**src/rtl/hist_pkg.sv**
```systemverilog
// histogram transfer definitions
package hist_pkg;

    localparam int num_sensors     = 4;      // sensor ports
    localparam int frame_bits      = 4;      // frame number width
    localparam int page_words      = 256;    // one colour burst per page
    localparam int num_pages       = 4;      // pages in the buffer
    localparam int burst_words     = 16;     // words per axi burst
    localparam int bursts_per_page = page_words / burst_words;

    localparam logic [3:0] axi_len        = 4'hf;  // 16 beats
    localparam logic [1:0] axi_size       = 2'h2;  // 4 bytes per beat
    localparam logic [1:0] axi_burst_type = 2'h1;  // incrementing
    localparam logic [3:0] axi_strb       = 4'hf;  // all bytes

    localparam int mode_bits        = 8;     // mode register width
    localparam int mode_en_bit      = 0;
    localparam int mode_nreset_bit  = 1;     // release from soft reset
    localparam int mode_confirm_bit = 2;     // wait for write responses
    localparam int mode_cache_lsb   = 4;     // awcache field

    typedef logic [31:0]                    hist_word_t;
    typedef logic [frame_bits-1:0]          frame_t;
    typedef logic [1:0]                     color_t;
    typedef logic [1:0]                     sensor_t;
    typedef logic [1:0]                     subchn_t;
    typedef logic [3:0]                     chan_t;       // {sensor, sub-channel}
    typedef logic [$clog2(num_pages)-1:0]   page_t;
    typedef logic [$clog2(page_words)-1:0]  word_addr_t;
    typedef logic [19:0]                    start_page_t; // 4 KB page number
    typedef logic [31:0]                    axi_addr_t;
    typedef logic [5:0]                     axi_id_t;
    typedef logic [3:0]                     cache_t;

    typedef struct packed {
        logic       req;       // held until the histogram is done
        subchn_t    subchn;
        frame_t     frame;
        logic       dvalid;    // 256 cycles per colour burst
        hist_word_t data;
    } sensor_in_t;

    typedef struct packed {
        sensor_t sensor;
        subchn_t subchn;
        frame_t  frame;
        color_t  color;
    } page_attr_t;

    typedef struct packed {
        logic       we;        // single-cycle strobe
        logic       sel_table; // 1 = start-page table, 0 = mode register
        chan_t      idx;       // table entry
        hist_word_t data;
    } cfg_wr_t;

    typedef enum logic [2:0] {
        wr_idle,
        wr_load_attr,
        wr_load_page,
        wr_calc_addr,
        wr_run
    } wr_state_t;

endpackage

```
**src/rtl/hist_cfg_regs.sv**
```systemverilog
// configuration registers
`timescale 1ns/1ps
module hist_cfg_regs (
    input  logic                   mclk,
    input  logic                   rst,
    input  hist_pkg::cfg_wr_t      cfg,
    output logic                   en,
    output logic                   confirm,
    output hist_pkg::cache_t       cache,
    input  hist_pkg::chan_t        lookup_chn,
    output hist_pkg::start_page_t  lookup_page
);
    import hist_pkg::*;

    logic [mode_bits-1:0] mode;           // enable, nreset, confirm, cache
    start_page_t          page_tbl [16];  // per-channel start page

    always_ff @(posedge mclk or posedge rst) begin
        if (rst) begin
            mode <= '0;                   // comes up disabled
        end else if (cfg.we && !cfg.sel_table) begin
            mode <= cfg.data[mode_bits-1:0];
        end
    end

    always_ff @(posedge mclk) begin
        if (cfg.we && cfg.sel_table) begin
            page_tbl[cfg.idx] <= cfg.data[19:0];
        end
        lookup_page <= page_tbl[lookup_chn];  // one cycle read
    end

    // both bits needed to run, either one clears the datapath
    assign en      = mode[mode_en_bit] & mode[mode_nreset_bit];
    assign confirm = mode[mode_confirm_bit];
    assign cache   = mode[mode_cache_lsb +: 4];

endmodule

```
**config.mk**
```make
export PLATFORM = sky130hd
export DESIGN_NAME = hist_cfg_regs
export DESIGN_NICKNAME = d
export VERILOG_FILES = /design/src/rtl/hist_pkg.sv /design/src/rtl/hist_cfg_regs.sv
export SDC_FILE = /design/constraint.sdc
export NUM_CORES = 1
export LEC_CHECK = 0
export ABC_AREA = 1
export BUFFER_PORTS_ARGS = -buffer_cell sky130_fd_sc_hd__buf_2
export CORE_MARGIN = 1
export CORE_UTILIZATION = 61
export CTS_CLUSTER_DIAMETER = 50
export CTS_CLUSTER_SIZE = 40
export DETAILED_ROUTE_END_ITERATION = 10
export HOLD_SLACK_MARGIN = 0.15
export PLACE_DENSITY = 0.79
export SKIP_CTS_REPAIR_TIMING = 1
export SLEW_MARGIN = 20
export SYNTH_ARGS = -nofsm -noshare
export SYNTH_HDL_FRONTEND = slang
export SYNTH_SLANG_ARGS = --single-unit
```
**constraint.sdc**
```tcl
create_clock -name mclk -period 1.2 [get_ports mclk]
set_clock_uncertainty 0.1 [all_clocks]
set_input_delay 0.12 -clock mclk [delete_from_list [all_inputs] [get_ports mclk]]
set_output_delay 0.12 -clock mclk [all_outputs]
set_load 0.03 [all_outputs]
```
==> impl_metrics.env <==
export IMPL_status="finished with violations"
export IMPL_violations="setup timing"
export IMPL_drt_iter0_drc=1118
export IMPL_first_global_vias=9955
export IMPL_max_freq_mhz=716
export IMPL_p_per_area_nw_per_um2=1470
export IMPL_clk_pin_slew_ps=80
export IMPL_die_area_um2=24400
export IMPL_synth_compound_area_share_pct=0
export IMPL_htreeDepth=1
export IMPL_vias=10000
export IMPL_yosys_warnings=0
export IMPL_synth_top_family_by_area="simple AND/OR/NAND/NOR gates"
export IMPL_r2r_start="page_tbl[1][18]"
export IMPL_synth_top_area_cell="edfxtp_1"
export IMPL_viasPerCell=5.48
export IMPL_arrival_ps=1180
export IMPL_slew_violations=0
export IMPL_core_um2=23400
export IMPL_grt_setup_unrepaired="true"
export IMPL_avgSynthCellArea_um2=10.6
export IMPL_tightest_slew_ps=453
export IMPL_grt_overflow=0
export IMPL_fp_dieW_um=156
export IMPL_grt_use_total_pct=29.8
export IMPL_required_ps=980
export IMPL_ys_seq_elements=347
export IMPL_place_hpwl_um=22400
export IMPL_hold_violations=0
export IMPL_power_w=0.0256
export IMPL_hold_depth=4
export IMPL_end_kind="primary output"
export IMPL_crit_buf_inv=2
export IMPL_power_leakage_nw=7.50
export IMPL_fillers=1533
export IMPL_synth_area_um2=14500
export IMPL_grt_pass1_wl_um=54100
export IMPL_cp_slowest_stage_delay_ps=380
export IMPL_route_detailed_drc=0
export IMPL_root_buffer="clkbuf_16"
export IMPL_synth_area_leaders="edfxtp_1 (66%), nand2_1 (11%), nand3_1 (8.3%)"
export IMPL_io_buffers=57
export IMPL_synth_nets=1406
export IMPL_gp_congestion=0.859
export IMPL_antenna_found_initial=0
export IMPL_r2r_end="lookup_page[18]"
export IMPL_max_slew_margin_pct=69.8
export IMPL_period_share_pct=116
export IMPL_min_period_ps=1400
export IMPL_hp_class="input pin to flop"
export IMPL_cp_startpoint="mode[0]"
export IMPL_placed_cells=1756
export IMPL_grt_max_degree=43
export IMPL_cts_tree="built"
export IMPL_dr_pass1_iters=6
export IMPL_numCtsBuffers=29
export IMPL_startpoint_type="flop"
export IMPL_setup_ws_ps=-197
export IMPL_cts_sinks=347
export IMPL_critPathKind="flop to primary output"
export IMPL_diodes=0
export IMPL_crit_family="flip-flops"
export IMPL_seq_area_frac_synth_pct=70.2
export IMPL_layout_nets=1537
export IMPL_yosysTopAreaCellShare_pct=66.3
export IMPL_synth_distinct_cells=17
export IMPL_wirelength_um=35400
export IMPL_rows=56
export IMPL_finalSetupViolCount=35
export IMPL_layout_cells_most_common="nand2_1"
export IMPL_synthCells=1362
export IMPL_area_growth_pct=20.3
export IMPL_layout_common_cells="nand2_1 (427), edfxtp_1 (320), inv_1 (247), nand3_1 (240), buf_4 (55)"
export IMPL_cp_cell_sequence="nand2_1 -> inv_1 -> buf_6"
export IMPL_final_cells=1834
export IMPL_vdd_drop_max_mv=1.25
export IMPL_r2r_cells=6
export IMPL_crit_slowest_cell="dfrtp_1"
export IMPL_maxCapViolCount=0
export IMPL_cp_depth=3
export IMPL_yosys_area_share_simple_pct=19.9
export IMPL_final_antenna_net_count=0
export IMPL_die_h_um=156
export IMPL_synthAdderAreaFrac_pct=0
export IMPL_critPathCapture="en"
export IMPL_drive_gt1_share_pct=16.2
export IMPL_rrSetupSlack_ps=50
export IMPL_crit_fanout=2
export IMPL_start_util_pct=62.0
export IMPL_clock_latency_ps=560
export IMPL_synthMuxAreaShare_pct=0.544
export IMPL_synth_xor_area_share_pct=0
export IMPL_avgRoutedWirePerCell_um=19.3
export IMPL_io_pins=70
export IMPL_cts_path_max_buffers=3
[worst min path at each step]
stage / startpoint / end / slack, ps
2_1_floorplan: rst / mode[0] / -180
3_3_place_gp: rst / mode[5] / -50
3_5_place_dp: rst / mode[5] / -50
4_1_cts: rst / mode[2] / -640
5_1_grt: lookup_chn[0] / lookup_page[11] / 200
6_report: cfg[36] / mode[0] / 140
[cell usage after synthesis, drive strengths merged]
cell type and number:
buf 54, clkbuf 15, dfrtp 7, dfxtp 20, edfxtp 320, inv 250
mux2 7, nand2 429, nand3 241, nand3b 1, nor2 18
[through the flow]
stage,hold WS (ps),setup WS [ps],instance area (um2),util (%),TNS (ps)
2_1_floorplan,-177,-197,14600,-,-38270
3_3_place_gp,-49.8,-166,16000,68.3,-40920
3_5_place_dp,-45.5,-180,16000,68.3,-46830
4_1_cts,-636,-241,17000,72.6,-3360
5_1_grt,199,-231,17400,74.5,-3450
6_report,138,-197,17400,74.5,-2160
[power breakdown]
part	switching [W]	total [W]	internal, W
clock network	0.00483	0.00981	0.00498
logic	0.00142	0.00225	0.000831
registers	0.000107	0.0135	0.0134
[sequential cells by signal, summed over array words and instances (netlist names)]
| signal | flops |
|---|---|
| page_tbl | 320 |
| mode | 7 |
| lookup_page | 20 |
[worst reg2reg max path: cells and delay by family (launching register included)]
kind	cells	cell delay [ps]
DFF	1	380
buffers and inverters	1	60
and+or+nand+nor	5	480
[cell families after synthesis]
| kind of cell | count (synthesis) |
|---|---|
| buffers and inverters | 319 |
| AND/OR/NAND/NOR | 689 |
| multiplexers | 7 |
| flip-flops | 347 |
[area by class of cell]
type | count | area [um2] | area share [%]
clock buffers | 30 | 729 | 4.18
clock inverters | 23 | 273 | 1.56
inverters | 250 | 943 | 5.41
multi-input cells | 696 | 3110 | 17.9
flip-flops and latches | 347 | 10200 | 58.6
well taps | 319 | 399 | 2.29
repair buffers | 169 | 1770 | 10.1
[routing by layer]
| layer | vias to the layer above | part of all wire [%] | GRT usage [%] |
|---|---|---|---|
| li1 | 4647 | - | - |
| met1 | 4786 | 38 | 39.0 |
| met2 | 523 | 50 | 50.6 |
| met3 | 90 | 8.1 | 3.97 |
| met4 | 0 | 3.7 | 12.3 |
| met5 | - | 0 | 0 |
Power figures use the tool's default switching activity.
