## config.mk

```make
export PLATFORM = sky130hd
export DESIGN_NAME = hist_sensor_arbiter
export DESIGN_NICKNAME = d
export VERILOG_FILES = /design/src/rtl/hist_pkg.sv /design/src/rtl/hist_sensor_arbiter.sv
export SDC_FILE = /design/constraint.sdc
export NUM_CORES = 1
export LEC_CHECK = 0
export BUFFER_PORTS_ARGS = -buffer_cell sky130_fd_sc_hd__buf_2
export CORE_MARGIN = 2
export CORE_UTILIZATION = 30
export CTS_CLUSTER_DIAMETER = 120
export DETAILED_ROUTE_END_ITERATION = 7
export PLACE_DENSITY = 0.71
export SLEW_MARGIN = 20
export SYNTH_ARGS = -nofsm -noshare
export SYNTH_HDL_FRONTEND = slang
export SYNTH_SLANG_ARGS = --single-unit
```

## constraint.sdc

```tcl
create_clock -name mclk -period 1.7 [get_ports mclk]
set_input_delay 0.255 -clock mclk [delete_from_list [all_inputs] [get_ports mclk]]
set_output_delay 0.255 -clock mclk [all_outputs]
set_load 0.02 [all_outputs]
```

## src/rtl/hist_pkg.sv

```systemverilog
// histogram transfer definitions
package hist_pkg;

    localparam int num_sensors     = 4;      // sensor ports
    localparam int frame_bits      = 4;      // frame number width
    localparam int page_words      = 256;    // one colour burst per page
    localparam int num_pages       = 4;      // pages in the buffer
    localparam int burst_words     = 16;     // words per axi burst
    localparam int bursts_per_page = page_words / burst_words;

    localparam logic [3:0] axi_len        = 4'hf;  // 16 beats
    localparam logic [1:0] axi_size       = 2'h2;  // 4 bytes per beat
    localparam logic [1:0] axi_burst_type = 2'h1;  // incrementing
    localparam logic [3:0] axi_strb       = 4'hf;  // all bytes

    localparam int mode_bits        = 8;     // mode register width
    localparam int mode_en_bit      = 0;
    localparam int mode_nreset_bit  = 1;     // release from soft reset
    localparam int mode_confirm_bit = 2;     // wait for write responses
    localparam int mode_cache_lsb   = 4;     // awcache field

    typedef logic [31:0]                    hist_word_t;
    typedef logic [frame_bits-1:0]          frame_t;
    typedef logic [1:0]                     color_t;
    typedef logic [1:0]                     sensor_t;
    typedef logic [1:0]                     subchn_t;
    typedef logic [3:0]                     chan_t;       // {sensor, sub-channel}
    typedef logic [$clog2(num_pages)-1:0]   page_t;
    typedef logic [$clog2(page_words)-1:0]  word_addr_t;
    typedef logic [19:0]                    start_page_t; // 4 KB page number
    typedef logic [31:0]                    axi_addr_t;
    typedef logic [5:0]                     axi_id_t;
    typedef logic [3:0]                     cache_t;

    typedef struct packed {
        logic       req;       // held until the histogram is done
        subchn_t    subchn;
        frame_t     frame;
        logic       dvalid;    // 256 cycles per colour burst
        hist_word_t data;
    } sensor_in_t;

    typedef struct packed {
        sensor_t sensor;
        subchn_t subchn;
        frame_t  frame;
        color_t  color;
    } page_attr_t;

    typedef struct packed {
        logic       we;        // single-cycle strobe
        logic       sel_table; // 1 = start-page table, 0 = mode register
        chan_t      idx;       // table entry
        hist_word_t data;
    } cfg_wr_t;

    typedef enum logic [2:0] {
        wr_idle,
        wr_load_attr,
        wr_load_page,
        wr_calc_addr,
        wr_run
    } wr_state_t;

endpackage

```

## src/rtl/hist_sensor_arbiter.sv

```systemverilog
// sensor arbiter and page write
`timescale 1ns/1ps
module hist_sensor_arbiter (
    input  logic                             mclk,
    input  logic                             rst,
    input  logic                             en,
    input  hist_pkg::sensor_in_t             sensors [hist_pkg::num_sensors],
    output logic [hist_pkg::num_sensors-1:0] grant,
    input  logic                             buf_full,
    output logic                             wr_en,
    output hist_pkg::page_t                  wr_page,
    output hist_pkg::word_addr_t             wr_addr,
    output hist_pkg::hist_word_t             wr_data,
    output logic                             page_done,
    output hist_pkg::page_attr_t             attr
);
    import hist_pkg::*;

    logic                   any_req;   // some sensor asks
    sensor_t                enc;       // lowest-numbered requester
    sensor_t                sel;       // sensor being served
    sensor_t                cur;
    logic                   busy;      // holding one sensor for 4 colours
    color_t                 color;
    logic                   dv_in;
    logic                   closing;   // page ended but not counted yet
    logic [num_sensors-1:0] grant_d;

    always_comb begin
        any_req = 1'b0;
        enc     = '0;
        for (int i = num_sensors - 1; i >= 0; i--) begin
            if (sensors[i].req) begin
                any_req = 1'b1;
                enc     = sensor_t'(i);
            end
        end
    end

    assign cur     = busy ? sel : enc;
    assign dv_in   = busy && sensors[sel].dvalid;
    assign closing = (wr_en && !dv_in) || page_done;  // covers count update lag

    always_comb begin
        grant_d = '0;
        if (sensors[cur].req && !buf_full && !closing) begin
            grant_d[cur] = 1'b1;
        end
    end

    always_ff @(posedge mclk or posedge rst) begin
        if (rst) begin
            busy      <= 1'b0;
            sel       <= '0;
            color     <= '0;
            grant     <= '0;
            wr_en     <= 1'b0;
            wr_page   <= '0;
            page_done <= 1'b0;
        end else if (!en) begin               // flush on disable
            busy      <= 1'b0;
            color     <= '0;
            grant     <= '0;
            wr_en     <= 1'b0;
            wr_page   <= '0;
            page_done <= 1'b0;
        end else begin
            grant     <= grant_d;
            wr_en     <= dv_in;
            page_done <= wr_en && !dv_in;     // falling edge of data-valid
            if (!busy && any_req) begin
                busy <= 1'b1;
                sel  <= enc;
            end
            if (page_done) begin
                color   <= color + 1'b1;      // wraps to 0 after colour 3
                wr_page <= wr_page + 1'b1;
                if (color == 2'd3) begin
                    busy <= 1'b0;             // full histogram taken
                end
            end
        end
    end

    always_ff @(posedge mclk) begin
        wr_data <= sensors[sel].data;
        wr_addr <= wr_en ? wr_addr + 1'b1 : '0;
        if (dv_in && !wr_en) begin            // attributes at burst start
            attr <= '{sensor: sel, subchn: sensors[sel].subchn,
                      frame: sensors[sel].frame, color: color};
        end
    end

endmodule

```

==> metrics.cfg <==
[power]
leakagePower_nw=2.03
power_density_nw_per_um2=1010
vdd.ir_drop.worst_uv=316

[timing]
fmax_mhz=651
report.final.slew_viol_count=0
hold_violations=0
tns_ps=0
setup_viol=0
finalCritPeriodShare_pct=90.4
min_period_ps=1540
slew_headroom_pct=62.8
rsz0062_at_grt=no
finalClockSkew_ps=8.17
worst_pin_slew_ps=557

[floorplan]
die_w_um=101
io_pins=222
dieArea_um2=10200
start_util_pct=30.7
core_area_um2=9200
rows=35
fp.dieH_um=101

[logic_synthesis]
async_flop_share_pct=20.6
ys_top_cells_by_area=mux4_2 (30%), dfxtp_1 (28%), dfrtp_1 (12%)
synth_cell_types=37
ys_seq_area_share_pct=50.6
synthFlopType=dfxtp_1
synth_top_area_share_pct=30.3
yosys_warnings=0
synth_fp_nets=352
synth_seq_cells=63
synth_edf_count=10
synthCells=186
syn_area_per_cell_um2=15.2
yosysTopAreaCell=mux4_2
yosys-top-cells-count=dfxtp_1 (40), mux4_2 (38), dfrtp_1 (13), edfxtp_1 (10), nor2_1 (10)
yosysMostFrequentCell=dfxtp_1
syn_area_um2=2820

[placed_design]
dp_hpwl_um=6510
numPortBuffers=221
place_area_um2=4060
gp_congestion=0.784

[routing]
dr.pass1.iters=6
met1_length_um=3190
routed-wl-met3_um=740
dr_wl_met2_um=4130
drc=0
wl_um=8200
wl_per_cell_um=15.6
highest_layer=met4
dr_total_vias=2535
via_per_inst=4.81
postRouteAntennaNets=0
drt_iter0_markers=61

[global_routing]
grt_max_degree=43
grt_overflow=0
first_global_vias=2467
grtUsageTotal_pct=15.4
grt_pass1_wl_um=11600
antenna_found_initial=0

[setup_path]
critical_path_class=flop to flop
r2r_slack_ps=160
start_kind=flop
r2r_cells=3
reg2reg_to=attr[8]$_DFFE_PP_
required_ps=1770
end_kind=flop
cp_data_arrival_time_ps=1610
worstReg2RegStart=sel[0]$_DFFE_PP0P_
worstPathMaxFanout=10

[finish]
final_nets=578
drive_above_1_share_pct=68.0
synthToLayoutAreaGrowth_pct=50.7
fin_area_um2=4250
antenna_cells=0

[clock_network]
tritoncts=built
clk_pin_slew_ps=70
clk_latency_ps=340
clkSinkCount=63
cts_max_level=3
cts.root.buffer_cell=clkbuf_8
cts_max_path_buffers=2
numCtsBuffers=9
postCtsSetupRepairBufs=0

[worst_hold_path]
hp-class=input port to flop
hold_path.startpoint=sensors[39]
hold_end=grant[3]$_DFF_PP0_
hold_path_depth=3

[flow_run]
maxCapViolations=0

[status]
status=finished clean

[critical path, cell delays in order, from the launching register on]
cell and delay, ps:
dfrtp_2 450, mux2_4 330, a22oi_1 350, nor2_4 140
[stage by stage]
step	std cells	setup slack [ps]	total power, mW	hold WS, ps	utilization [%]
final	527	163	4.27	197	46.2
after global routing	527	59.2	4.50	181	46.2
after CTS	527	20.9	4.34	161	46.1
after detailed placement	511	29.2	3.14	316	44.1
after global placement	511	111	3.11	307	44.1
after floorplan	186	163	2.65	132	-
[repair_timing]
item | in CTS | in global routing
hold buffers | 1 | 0
endpoints found under the setup margin | 0 | 10
hold endpoints to repair | 13 | 0
resized for setup | 0 | 1
[area by class of cell]
| cell class | instances | area [um2] |
|---|---|---|
| multi-input cells | 109 | 1330 |
| well taps | 111 | 139 |
| clock buffers | 14 | 173 |
| inverters | 3 | 11.3 |
| flip-flops and latches | 63 | 1430 |
| repair buffers | 226 | 1160 |
| clock inverters | 1 | 5.00 |
| fillers | 880 | 4950 |
[logic make-up (layout without fill, tap and decap cells)]
| kind of cell | count (synthesis) | count (layout) | synth area share [%] |
|---|---|---|---|
| buffers and inverters | 14 | 244 | 2.40 |
| xor gates and xnor gates | 6 | 6 | 1.86 |
| AOI/OAI and AO/OA | 17 | 17 | 4.44 |
| and+or+nand+nor | 43 | 43 | 8.08 |
| DFF | 63 | 63 | 50.6 |
| muxes | 41 | 41 | 31.8 |
| adders and majority gates | 2 | 2 | 0.887 |
[how the worst max path moves through the flow]
stage / from / endpoint / cells after the start
final: sel[0]$_DFFE_PP0P_ / attr[8]$_DFFE_PP_ / 3
after global routing: sel[0]$_DFFE_PP0P_ / attr[4]$_DFFE_PP_ / 2
after CTS: sel[1]$_DFFE_PP0P_ / attr[8]$_DFFE_PP_ / 3
after detailed placement: sel[1]$_DFFE_PP0P_ / attr[6]$_DFFE_PP_ / 3
after global placement: sel[1]$_DFFE_PP0P_ / attr[8]$_DFFE_PP_ / 3
after floorplan: sel[1]$_DFFE_PP0P_ / attr[0]$_DFFE_PP_ / 4
[layer usage]
metal / vias up / GRT usage [%]
met5: - / 0
met4: 0 / 7.17
met3: 13 / 5.13
met2: 138 / 25.0
met1: 1211 / 18.3
li1: 1173 / -
[cell usage in the layout (no fill, tap or decap), types with 3 or more instances in the layout]
master / Yosys / routed
or3_1: 3 / 3
o21ai_0: 4 / 4
edfxtp_1: 10 / 10
a21oi_1: 5 / 5
nand3_1: 4 / 4
nor2b_1: 4 / 4
buf_4: 1 / 3
mux4_2: 38 / 38
nand2_1: 7 / 7
clkbuf_8: 0 / 12
buf_2: 3 / 221
inv_1: 3 / 3
nor2_1: 10 / 9
and2_1: 6 / 6
dfxtp_1: 40 / 40
dfrtp_1: 13 / 11
xor2_1: 4 / 4
[sequential cells by signal (all words and copies together), names as in the netlist]
register / cells
attr: 10
busy: 1
color: 2
grant: 4
page_done: 1
sel: 2
wr_addr: 8
wr_data: 32
wr_en: 1
wr_page: 2
[power breakdown]
group	switching [mW]	total, mW	internal (mW)
registers	0.0652	1.81	1.75
logic	0.647	1.27	0.628
clock network	0.544	1.18	0.640
total	1.26	4.27	3.01
No activity file was read; power rests on OpenSTA's default activity.
